--- config.mk ---
export PLATFORM = sky130hd
export DESIGN_NAME = ooo_core_top
export DESIGN_NICKNAME = d
export VERILOG_FILES = /design/src/hw/ooo_pkg.sv /design/src/hw/circular_queue.sv /design/src/hw/dispatch_stage.sv /design/src/hw/fu_lane.sv /design/src/hw/ooo_core_top.sv /design/src/hw/rob.sv
export SDC_FILE = /design/constraint.sdc
export NUM_CORES = 2
export LEC_CHECK = 0
export BUFFER_PORTS_ARGS = -buffer_cell sky130_fd_sc_hd__clkbuf_2
export CELL_PAD_IN_SITES_DETAIL_PLACEMENT = 1
export CELL_PAD_IN_SITES_GLOBAL_PLACEMENT = 1
export CORE_ASPECT_RATIO = 1.1
export CORE_UTILIZATION = 30
export CTS_BUF_LIST = sky130_fd_sc_hd__clkbuf_8
export CTS_CLUSTER_SIZE = 30
export DETAILED_ROUTE_END_ITERATION = 8
export GPL_ROUTABILITY_DRIVEN = 0
export PLACE_DENSITY = 0.58
export SLEW_MARGIN = 0
export SYNTH_ARGS = -nofsm -noshare
export SYNTH_HDL_FRONTEND = slang
export SYNTH_SLANG_ARGS = --single-unit
export TNS_END_PERCENT = 5
--- constraint.sdc ---
create_clock -name clk -period 6.9 [get_ports clk]
set_input_delay 0.345 -clock clk [delete_from_list [all_inputs] [get_ports clk]]
set_output_delay 0.345 -clock clk [all_outputs]
set_load 0.005 [all_outputs]
--- src/hw/ooo_pkg.sv ---
package ooo_pkg;

    // operand and result width
    localparam int DATA_W = 32;

    // testbench tag carried with each instruction to identify it at retirement
    localparam int TAG_W = 8;

    // width of the running retirement order counter
    localparam int ORDER_W = 32;

    // bus ids are sized for the deepest reorder buffer allowed
    localparam int MAX_ROB_DEPTH = 16;
    localparam int ROB_ID_W = $clog2(MAX_ROB_DEPTH);

    typedef enum logic [1:0] {
        OP_ADD = 2'd0,
        OP_SUB = 2'd1,
        OP_MUL = 2'd2,
        OP_BEQ = 2'd3
    } op_t;

    typedef struct packed {
        logic [TAG_W-1:0]  tag;
        op_t               op;
        logic [DATA_W-1:0] a;
        logic [DATA_W-1:0] b;
        logic              predict_taken;
    } inst_t;

    typedef struct packed {
        inst_t             inst;
        logic              done;
        logic [DATA_W-1:0] result;
        logic              mispredict;
    } rob_entry_t;

    typedef struct packed {
        logic                valid;
        logic [ROB_ID_W-1:0] rob_id;
        logic [DATA_W-1:0]   result;
        logic                mispredict;
    } cdb_t;

    typedef struct packed {
        logic               valid;
        logic [TAG_W-1:0]   tag;
        logic [DATA_W-1:0]  result;
        logic               mispredict;
        logic [ORDER_W-1:0] order;
    } commit_t;

endpackage

--- src/hw/circular_queue.sv ---
module circular_queue #(
    parameter type QUEUE_TYPE = logic,
    parameter int DEPTH = 8,
    parameter int SS = 2
) (
    input  logic                     clk,
    input  logic                     rst,
    input  logic                     clear,
    input  logic                     push,
    input  QUEUE_TYPE                push_data [SS],
    input  logic                     pop,
    input  logic                     wr_en [SS],
    input  logic [$clog2(DEPTH)-1:0] wr_sel [SS],
    input  QUEUE_TYPE                wr_data [SS],
    output QUEUE_TYPE                head_data [SS],
    output logic [$clog2(DEPTH)-1:0] tail_ptr,
    output logic                     space_ok,
    output logic                     empty
);

    localparam int IDX_W = $clog2(DEPTH);
    localparam int CNT_W = $clog2(DEPTH + 1);

    QUEUE_TYPE mem [DEPTH];

    logic [IDX_W-1:0] head_q;
    logic [IDX_W-1:0] tail_q;
    logic [CNT_W-1:0] count_q;

    // pointer advance with wrap at DEPTH, which need not be a power of two
    function automatic logic [IDX_W-1:0] ring_add(input logic [IDX_W-1:0] base,
                                                  input int offset);
        int sum;
        sum = int'(base) + offset;
        if (sum >= DEPTH) begin
            sum = sum - DEPTH;
        end
        return IDX_W'(sum);
    endfunction

    always_ff @(posedge clk) begin
        if (rst || clear) begin
            head_q  <= '0;
            tail_q  <= '0;
            count_q <= '0;
        end else begin
            if (push) begin
                tail_q <= ring_add(tail_q, SS);
            end
            if (pop) begin
                head_q <= ring_add(head_q, SS);
            end
            case ({push, pop})
                2'b10:   count_q <= count_q + CNT_W'(SS);
                2'b01:   count_q <= count_q - CNT_W'(SS);
                default: count_q <= count_q;
            endcase
        end
    end

    // group writes land first, then indexed updates of occupied slots
    always_ff @(posedge clk) begin
        for (int i = 0; i < SS; i++) begin
            if (push) begin
                mem[ring_add(tail_q, i)] <= push_data[i];
            end
        end
        for (int i = 0; i < SS; i++) begin
            if (wr_en[i]) begin
                mem[wr_sel[i]] <= wr_data[i];
            end
        end
    end

    // window onto the SS oldest entries
    always_comb begin
        for (int i = 0; i < SS; i++) begin
            head_data[i] = mem[ring_add(head_q, i)];
        end
    end

    assign tail_ptr = tail_q;
    assign empty    = (count_q == '0);
    assign space_ok = (int'(count_q) + SS) <= DEPTH;

endmodule

--- src/hw/dispatch_stage.sv ---
module dispatch_stage
    import ooo_pkg::*;
#(
    parameter int SS = 2,
    parameter int ROB_DEPTH = 8
) (
    input  logic                         clk,
    input  logic                         rst,
    input  logic                         inst_valid,
    input  inst_t                        inst_group [SS],
    input  logic                         space_ok,
    input  logic                         flush_now,
    input  logic [$clog2(ROB_DEPTH)-1:0] tail_id,
    input  logic                         lane_busy [SS],
    output logic                         dispatch_ready,
    output logic                         push,
    output rob_entry_t                   push_entries [SS],
    output logic                         lane_start,
    output inst_t                        lane_inst [SS],
    output logic [$clog2(ROB_DEPTH)-1:0] lane_rob_id [SS]
);

    localparam int IDX_W = $clog2(ROB_DEPTH);

    logic lanes_idle;

    always_comb begin
        lanes_idle = 1'b1;
        for (int i = 0; i < SS; i++) begin
            if (lane_busy[i]) begin
                lanes_idle = 1'b0;
            end
        end
    end

    // a retiring flush owns this cycle
    assign dispatch_ready = space_ok && lanes_idle && !flush_now;
    assign push           = inst_valid && dispatch_ready;

    // new entries enter the buffer with nothing written back yet
    always_comb begin
        for (int i = 0; i < SS; i++) begin
            push_entries[i].inst       = inst_group[i];
            push_entries[i].done       = 1'b0;
            push_entries[i].result     = '0;
            push_entries[i].mispredict = 1'b0;
        end
    end

    always_ff @(posedge clk) begin
        if (rst) begin
            lane_start <= 1'b0;
        end else begin
            lane_start <= push;
        end
    end

    // groups stay aligned to SS, so tail_id + i never wraps
    always_ff @(posedge clk) begin
        if (push) begin
            for (int i = 0; i < SS; i++) begin
                lane_inst[i]   <= inst_group[i];
                lane_rob_id[i] <= tail_id + IDX_W'(i);
            end
        end
    end

endmodule

--- src/hw/fu_lane.sv ---
module fu_lane
    import ooo_pkg::*;
#(
    parameter int ROB_DEPTH = 8
) (
    input  logic                         clk,
    input  logic                         rst,
    input  logic                         flush_now,
    input  logic                         start,
    input  inst_t                        inst,
    input  logic [$clog2(ROB_DEPTH)-1:0] rob_id,
    output logic                         busy,
    output cdb_t                         cdb
);

    localparam int IDX_W = $clog2(ROB_DEPTH);

    logic              pending_q;
    logic [1:0]        count_q;
    logic [DATA_W-1:0] result_q;
    logic [IDX_W-1:0]  rob_id_q;

    logic              is_mul;
    logic              taken;
    logic [DATA_W-1:0] fast_result;
    logic              fast_mispredict;

    always_comb begin
        is_mul = (inst.op == OP_MUL);
        taken  = (inst.a == inst.b);
        case (inst.op)
            OP_ADD:  fast_result = inst.a + inst.b;
            OP_SUB:  fast_result = inst.a - inst.b;
            OP_BEQ:  fast_result = DATA_W'(taken);
            default: fast_result = '0;
        endcase
        fast_mispredict = (inst.op == OP_BEQ) && (taken != inst.predict_taken);
    end

    // mul waits out its countdown before the strobe
    always_ff @(posedge clk) begin
        if (rst || flush_now) begin
            pending_q <= 1'b0;
        end else if (start && is_mul) begin
            pending_q <= 1'b1;
        end else if (pending_q && count_q == 2'd0) begin
            pending_q <= 1'b0;
        end
    end

    always_ff @(posedge clk) begin
        if (start) begin
            count_q  <= inst.b[1:0];
            result_q <= inst.a * inst.b;
            rob_id_q <= rob_id;
        end else if (pending_q && count_q != 2'd0) begin
            count_q <= count_q - 2'd1;
        end
    end

    // single-cycle ops strobe in the start cycle itself
    always_comb begin
        cdb.valid      = 1'b0;
        cdb.rob_id     = ROB_ID_W'(rob_id_q);
        cdb.result     = result_q;
        cdb.mispredict = 1'b0;
        if (start && !is_mul) begin
            cdb.valid      = !flush_now;
            cdb.rob_id     = ROB_ID_W'(rob_id);
            cdb.result     = fast_result;
            cdb.mispredict = fast_mispredict;
        end else if (pending_q && count_q == 2'd0) begin
            cdb.valid = !flush_now;
        end
    end

    assign busy = start || pending_q;

endmodule

--- src/hw/ooo_core_top.sv ---
module ooo_core_top
    import ooo_pkg::*;
#(
    parameter int SS = 2,
    parameter int ROB_DEPTH = 8
) (
    input  logic    clk,
    input  logic    rst,
    input  logic    inst_valid,
    input  inst_t   inst_group [SS],
    output logic    dispatch_ready,
    output commit_t commit [SS],
    output logic    flush
);

    localparam int IDX_W = $clog2(ROB_DEPTH);

    logic             push;
    rob_entry_t       push_entries [SS];
    logic [IDX_W-1:0] tail_id;
    logic             space_ok;
    logic             flush_now;
    logic             lane_start;
    inst_t            lane_inst [SS];
    logic [IDX_W-1:0] lane_rob_id [SS];
    logic             lane_busy [SS];
    cdb_t             cdb [SS];

    dispatch_stage #(
        .SS        (SS),
        .ROB_DEPTH (ROB_DEPTH)
    ) dispatch_stage_inst (
        .clk            (clk),
        .rst            (rst),
        .inst_valid     (inst_valid),
        .inst_group     (inst_group),
        .space_ok       (space_ok),
        .flush_now      (flush_now),
        .tail_id        (tail_id),
        .lane_busy      (lane_busy),
        .dispatch_ready (dispatch_ready),
        .push           (push),
        .push_entries   (push_entries),
        .lane_start     (lane_start),
        .lane_inst      (lane_inst),
        .lane_rob_id    (lane_rob_id)
    );

    // one lane per group slot, all started together
    for (genvar i = 0; i < SS; i++) begin : g_lane
        fu_lane #(
            .ROB_DEPTH (ROB_DEPTH)
        ) fu_lane_inst (
            .clk       (clk),
            .rst       (rst),
            .flush_now (flush_now),
            .start     (lane_start),
            .inst      (lane_inst[i]),
            .rob_id    (lane_rob_id[i]),
            .busy      (lane_busy[i]),
            .cdb       (cdb[i])
        );
    end

    rob #(
        .SS        (SS),
        .ROB_DEPTH (ROB_DEPTH)
    ) rob_inst (
        .clk          (clk),
        .rst          (rst),
        .push         (push),
        .push_entries (push_entries),
        .cdb          (cdb),
        .tail_id      (tail_id),
        .space_ok     (space_ok),
        .flush_now    (flush_now),
        .commit       (commit),
        .flush        (flush)
    );

endmodule

--- src/hw/rob.sv ---
module rob
    import ooo_pkg::*;
#(
    parameter int SS = 2,
    parameter int ROB_DEPTH = 8
) (
    input  logic                         clk,
    input  logic                         rst,
    input  logic                         push,
    input  rob_entry_t                   push_entries [SS],
    input  cdb_t                         cdb [SS],
    output logic [$clog2(ROB_DEPTH)-1:0] tail_id,
    output logic                         space_ok,
    output logic                         flush_now,
    output commit_t                      commit [SS],
    output logic                         flush
);

    localparam int IDX_W = $clog2(ROB_DEPTH);

    rob_entry_t         head_data [SS];
    logic               wr_en [SS];
    logic [IDX_W-1:0]   wr_sel [SS];
    rob_entry_t         wr_data [SS];
    logic               empty;
    logic               pop;
    logic               slot_valid [SS];
    logic [ORDER_W-1:0] retire_count;
    logic [ORDER_W-1:0] order_q;

    circular_queue #(
        .QUEUE_TYPE (rob_entry_t),
        .DEPTH      (ROB_DEPTH),
        .SS         (SS)
    ) rob_queue (
        .clk        (clk),
        .rst        (rst),
        .clear      (flush_now),
        .push       (push),
        .push_data  (push_entries),
        .pop        (pop),
        .wr_en      (wr_en),
        .wr_sel     (wr_sel),
        .wr_data    (wr_data),
        .head_data  (head_data),
        .tail_ptr   (tail_id),
        .space_ok   (space_ok),
        .empty      (empty)
    );

    // only the head group has lanes in flight, and lane i always
    // serves slot i of a group, so head slot i supplies the instruction
    always_comb begin
        for (int i = 0; i < SS; i++) begin
            wr_en[i]              = cdb[i].valid;
            wr_sel[i]             = cdb[i].rob_id[IDX_W-1:0];
            wr_data[i]            = head_data[i];
            wr_data[i].done       = 1'b1;
            wr_data[i].result     = cdb[i].result;
            wr_data[i].mispredict = cdb[i].mispredict;
        end
    end

    // retire the head group once every slot has written back
    always_comb begin
        logic seen_mispredict;
        pop = !empty;
        for (int i = 0; i < SS; i++) begin
            if (!head_data[i].done) begin
                pop = 1'b0;
            end
        end
        seen_mispredict = 1'b0;
        retire_count    = '0;
        flush_now       = 1'b0;
        for (int i = 0; i < SS; i++) begin
            // slots younger than a mispredict are squashed
            slot_valid[i] = pop && !seen_mispredict;
            if (slot_valid[i]) begin
                retire_count = retire_count + 1'b1;
            end
            if (slot_valid[i] && head_data[i].mispredict) begin
                flush_now = 1'b1;
            end
            seen_mispredict = seen_mispredict || head_data[i].mispredict;
        end
    end

    always_ff @(posedge clk) begin
        // valid slots are contiguous from slot 0, so slot i takes order + i
        for (int i = 0; i < SS; i++) begin
            commit[i].tag        <= head_data[i].inst.tag;
            commit[i].result     <= head_data[i].result;
            commit[i].mispredict <= head_data[i].mispredict;
            commit[i].order      <= order_q + ORDER_W'(i);
        end
        if (rst) begin
            order_q <= '0;
            flush   <= 1'b0;
            for (int i = 0; i < SS; i++) begin
                commit[i].valid <= 1'b0;
            end
        end else begin
            order_q <= order_q + retire_count;
            flush   <= flush_now;
            for (int i = 0; i < SS; i++) begin
                commit[i].valid <= slot_valid[i];
            end
        end
    end

endmodule

==> summary.md <==
The flow ran to the end, but the final reports show violations. The final reports fail on negative setup slack. The register cell area after layout is 20200 µm², and the clock transition at the register clock pins on the worst setup and hold paths after CTS is 0.07 ns.

For the number of antenna violations at the first check in global routing, the log shows 11. The final standard cell count with taps included and fillers excluded was 9541. The critical-path maximum fanout came out at 11. Subtracting the final worst setup slack from the clock period gives 6.96 ns. The total count of hold-check failures in the final report came out at 0. The synthesized area per cell was 10.7 µm²; the synthesis-to-layout area growth was 20.3%. Summing all multi-input logic gate instances after layout gives 38700 µm².

The core area is 209000 µm². STA classifies the critical path endpoint as a flop. The number of levels the H-tree was split into was 4; the routed wire length was 215 mm. For the pin with the worst max-slew slack, the measured transition is 1.28 ns. For this run, the slowest stage of the critical path takes 0.55 ns. After global routing the overflow that remains totals 0.

For this design, the sink count on the clock tree is 735. The number of enable flip-flop cells after synthesis works out to 542. The cell occurring most often along the worst timing path is sky130_fd_sc_hd__fa_1. For the post-route antenna net violation count, the log shows 0. The worst-skew pair later-pin latency is 0.93 ns. Dividing the detail-routed wire length by the instance count gives 22.5 µm.

The first detailed-routing pass took 7 iterations. The run gives 144 MHz as the fmax. Global routing used 20.3% of the available tracks across all layers. For the final worst slack, the log shows -0.0587 ns. The mapped netlist covers 63100 µm².

The number of buffers added on ports was 302. Counting every instance in the synthesized netlist gives 5896. The number of global-route vias before repair was 50444; the share of cells above drive strength 1 was 17.6%.

The share of the Yosys chip area taken by registers is 31.9%. The longest clock path from root to sink contains 3 buffers. Across the routed clock network, the largest skew measured is 0.0805 ns. The initial standard-cell utilization of the core was 30.2%.

The count of routing violations after the opening detailed-route iteration was 2323; the proportion of synthesized flip-flops having asynchronous set or reset was 0%. Counting every net in the synthesized netlist gives 7247. The logs give 321 mm for the wire length of the first global-routing pass and 0 for the count of synthesis-stage warnings from yosys. 303 I/O pins were placed.

For the number of setup violations in the final report, the log shows 3. The slowest stage of the critical path belongs to the cell sky130_fd_sc_hd__fa_1. The die is 439 µm wide.

After layout, the worst path uses 101% of the clock period. The critical setup path kind is reg -> reg. The final route contains 45533 vias. For the final routed DRC violation total, the log shows 0. Using the TritonRoute via totals, the vias-per-cell ratio works out to 4.77. The total die area came out at 212000 µm².

The height of the die came out at 483 µm. TritonCTS built the clock tree. The total count of max-transition violations in the final report was 0. Clock root buffer master: sky130_fd_sc_hd__clkbuf_8. The net count of the finished layout is 8023.

The max-cap violation count came out at 0. The class of the most critical hold timing path is in -> reg. Setup repair after global routing could not meet its margin everywhere. Walking the worst path, the cells encountered are buf_4 -> buf_4 -> buf_4 -> ha_1 -> fa_1 -> fa_1 -> inv_1 -> fa_1 -> fa_1 -> inv_1 -> fa_1 -> fa_1 -> fa_1 -> fa_1 -> ha_1 -> a21o_1 -> a21o_1 -> a21oi_1 -> o21ai_0 -> a21oi_1 -> xnor2_1. Counting tap cells, the placed design contains a total of 9119 instances.

The setup check on the worst reg-to-reg path leaves a slack of -0.06 ns. After synthesis the netlist holds a flip-flop and latch count of 735. The number of clock buffers added by TritonCTS is 137. The tools report the placed wire-length estimate after detailed placement as 173 mm. STA classifies the critical path startpoint as a flop. In this run the tightest slew margin relative to its limit is 13.7%. The synthesized netlist contains 91 unique library cells. The arrival time reported for the critical path endpoint was 7.59 ns; the number of standard-cell rows in the floorplan was 176. For this run, the leading register cell type out of synthesis is sky130_fd_sc_hd__edfxtp_1. The layout has 23340 filler cells. For the worst setup path, the data required time is 7.53 ns.

Entering global routing, the biggest net connects 110 pins.
==> registers in the layout (all words and copies together), names as in the netlist, named ones only <==
signal                           cells
rob_inst.rob_queue.mem             336
rob_inst.commit                    148
dispatch_stage_inst.lane_inst      134
g_lane.fu_lane_inst.result_q        64
rob_inst.order_q                    32
g_lane.fu_lane_inst.count_q          4
rob_inst.rob_queue.count_q           3
dispatch_stage_inst.lane_rob_id      2
g_lane.fu_lane_inst.pending_q        2
g_lane.fu_lane_inst.rob_id_q         2
rob_inst.rob_queue.head_q            2
rob_inst.rob_queue.tail_ptr          2
dispatch_stage_inst.lane_start       1
rob_inst.flush                       1
==> final cells by class <==
| cell class | instances | share of cell area (%) |
|---|---|---|
| Sequential cell | 735 | 26.6 |
| Clock buffer | 148 | 2.68 |
| Tap cell | 2759 | 4.55 |
| Inverter | 940 | 4.65 |
| Clock inverter | 99 | 1.15 |
| Multi-Input combinational cell | 3938 | 51.0 |
| Timing Repair Buffer | 920 | 9.38 |
| Antenna cell | 2 | 0.00660 |
==> path summary, 6_finish.rpt <==
| path | start | to | cells past startpoint |
|---|---|---|---|
| worst min-delay path | inst_group[36] | dispatch_stage_inst.lane_inst[36] | 2 |
| worst max-delay path | dispatch_stage_inst.lane_inst[46] | g_lane[1].fu_lane_inst.result_q[31] | 21 |
| worst min register to register | rob_inst.order_q[31] | rob_inst.commit[105] | 0 |
| worst max register to register | dispatch_stage_inst.lane_inst[46] | g_lane[1].fu_lane_inst.result_q[31] | 21 |
==> through the flow <==
| stage | TNS, ns | cell area [µm²] | util, % | hold WS, ns | setup WS [ns] |
|---|---|---|---|---|---|
| CTS | -0.159 | 75500 | 36.1 | 0.00624 | -0.0633 |
| detailed placement | -2.45 | 70800 | 33.9 | 0.381 | -0.312 |
| floorplan | 0 | 63100 | - | 0.329 | 0.0296 |
| global route | -2.09 | 75900 | 36.3 | 0.0839 | -0.250 |
| finish | -0.0762 | 75900 | 36.3 | 0.143 | -0.0587 |
| global placement | -1.22 | 70800 | 33.9 | 0.377 | -0.240 |
==> what timing repair did <==
| action | CTS | global route |
|---|---|---|
| cloned | 0 | 1 |
| hold buffers | 153 | 0 |
| resized for setup | 51 | 57 |
| pin swaps | 29 | 47 |
| setup endpoints to repair | 13 | 17 |
| setup buffers | 8 | 11 |
| endpoints found under the hold margin | 235 | 0 |
==> cells in the final DEF, fill, tap and decap left out, types with 13 or more instances in the layout <==
master	n
sky130_fd_sc_hd__a21oi_2	13
sky130_fd_sc_hd__buf_12	42
sky130_fd_sc_hd__a21o_1	44
sky130_fd_sc_hd__nand4_1	24
sky130_fd_sc_hd__and3_1	13
sky130_fd_sc_hd__nand2_1	622
sky130_fd_sc_hd__or3_1	14
sky130_fd_sc_hd__clkinv_1	15
sky130_fd_sc_hd__clkbuf_8	148
sky130_fd_sc_hd__a22oi_1	16
sky130_fd_sc_hd__and2_1	543
sky130_fd_sc_hd__o21ai_0	123
sky130_fd_sc_hd__o21bai_1	28
sky130_fd_sc_hd__nand2b_1	33
sky130_fd_sc_hd__nor3_1	46
sky130_fd_sc_hd__dfxtp_1	188
sky130_fd_sc_hd__nor4_1	17
sky130_fd_sc_hd__o21ai_1	14
sky130_fd_sc_hd__nor2b_1	25
sky130_fd_sc_hd__o21a_1	20
sky130_fd_sc_hd__o221ai_1	13
sky130_fd_sc_hd__a31oi_1	25
sky130_fd_sc_hd__inv_1	968
sky130_fd_sc_hd__xnor2_1	188
sky130_fd_sc_hd__clkinv_2	19
sky130_fd_sc_hd__fa_1	811
sky130_fd_sc_hd__ha_1	361
sky130_fd_sc_hd__nand3_1	58
sky130_fd_sc_hd__a21oi_1	202
sky130_fd_sc_hd__clkbuf_2	302
sky130_fd_sc_hd__buf_6	16
sky130_fd_sc_hd__mux4_2	84
sky130_fd_sc_hd__dlygate4sd3_1	153
sky130_fd_sc_hd__o211ai_1	24
sky130_fd_sc_hd__edfxtp_1	542
sky130_fd_sc_hd__buf_4	405
sky130_fd_sc_hd__nor2_1	254
sky130_fd_sc_hd__xor2_1	71
==> layer usage <==
metal,part of all wire (%),GRT usage [%],vias to the layer above,wire [µm]
li1,-,-,20571,-
met1,44,26.3,23755,94800
met2,49,35.0,931,106000
met3,3.2,2.12,272,6890
met4,3.2,6.75,4,6910
met5,0.013,0,-,27
==> kinds of logic after synthesis <==
group,count (synthesis),synth area share (%)
flip-flops,735,31.9
buffers and inverters,1223,7.37
AO/OA/AOI/OAI,678,7.03
multiplexers,99,3.25
XOR/XNOR,262,3.64
adder cells (fa/ha/maj),1198,33.6
AND/OR/NAND/NOR,1701,13.2
==> Yosys cell counts, types with 6 or more instances <==
master	instances	area share, %
sky130_fd_sc_hd__clkbuf_1	231	1.4
sky130_fd_sc_hd__inv_1	936	5.6
sky130_fd_sc_hd__a21o_1	44	0.52
sky130_fd_sc_hd__nor2_1	267	1.6
sky130_fd_sc_hd__or2_2	12	0.12
sky130_fd_sc_hd__a31oi_1	25	0.25
sky130_fd_sc_hd__and3_1	13	0.13
sky130_fd_sc_hd__a211o_1	8	0.11
sky130_fd_sc_hd__o21ai_1	8	0.063
sky130_fd_sc_hd__a22oi_1	16	0.19
sky130_fd_sc_hd__xor2_1	71	0.99
sky130_fd_sc_hd__o221ai_1	13	0.18
sky130_fd_sc_hd__a22o_1	8	0.11
sky130_fd_sc_hd__o21bai_1	28	0.33
sky130_fd_sc_hd__or3_1	14	0.14
sky130_fd_sc_hd__o2bb2ai_1	6	0.083
sky130_fd_sc_hd__o21a_1	21	0.25
sky130_fd_sc_hd__edfxtp_1	542	26
sky130_fd_sc_hd__a221oi_1	12	0.17
sky130_fd_sc_hd__nor2b_1	25	0.25
sky130_fd_sc_hd__buf_1	19	0.11
sky130_fd_sc_hd__nand2_1	624	3.7
sky130_fd_sc_hd__nor4_1	17	0.17
sky130_fd_sc_hd__o221a_2	8	0.14
sky130_fd_sc_hd__xnor2_1	191	2.7
sky130_fd_sc_hd__buf_2	25	0.20
sky130_fd_sc_hd__nor3_1	48	0.38
sky130_fd_sc_hd__and2_1	544	5.4
sky130_fd_sc_hd__o21ai_0	134	1.1
sky130_fd_sc_hd__o31ai_1	12	0.14
sky130_fd_sc_hd__a211oi_1	14	0.17
sky130_fd_sc_hd__o211ai_1	24	0.29
sky130_fd_sc_hd__nand2b_1	33	0.33
sky130_fd_sc_hd__o22ai_1	10	0.099
sky130_fd_sc_hd__dfxtp_1	193	6.1
sky130_fd_sc_hd__a221o_1	7	0.11
sky130_fd_sc_hd__a21oi_1	213	1.7
sky130_fd_sc_hd__nand3_1	61	0.48
sky130_fd_sc_hd__ha_1	376	7.5
sky130_fd_sc_hd__mux4_2	84	3.0
sky130_fd_sc_hd__nand4_1	24	0.24
sky130_fd_sc_hd__fa_1	822	26
sky130_fd_sc_hd__mux2i_1	11	0.17
==> critical path: cells and delay by family (launching register included) <==
family / cells / cell delay (ns)
flops: 1 / 0.40
buf+inv: 5 / 0.64
fa+ha+maj: 10 / 4.64
compound gates: 5 / 0.93
xor+xnor: 1 / 0.08
Power is left out: the tool's default activity adds up to more than one toggle a clock period on the data nets, which glitch-free logic cannot reach.
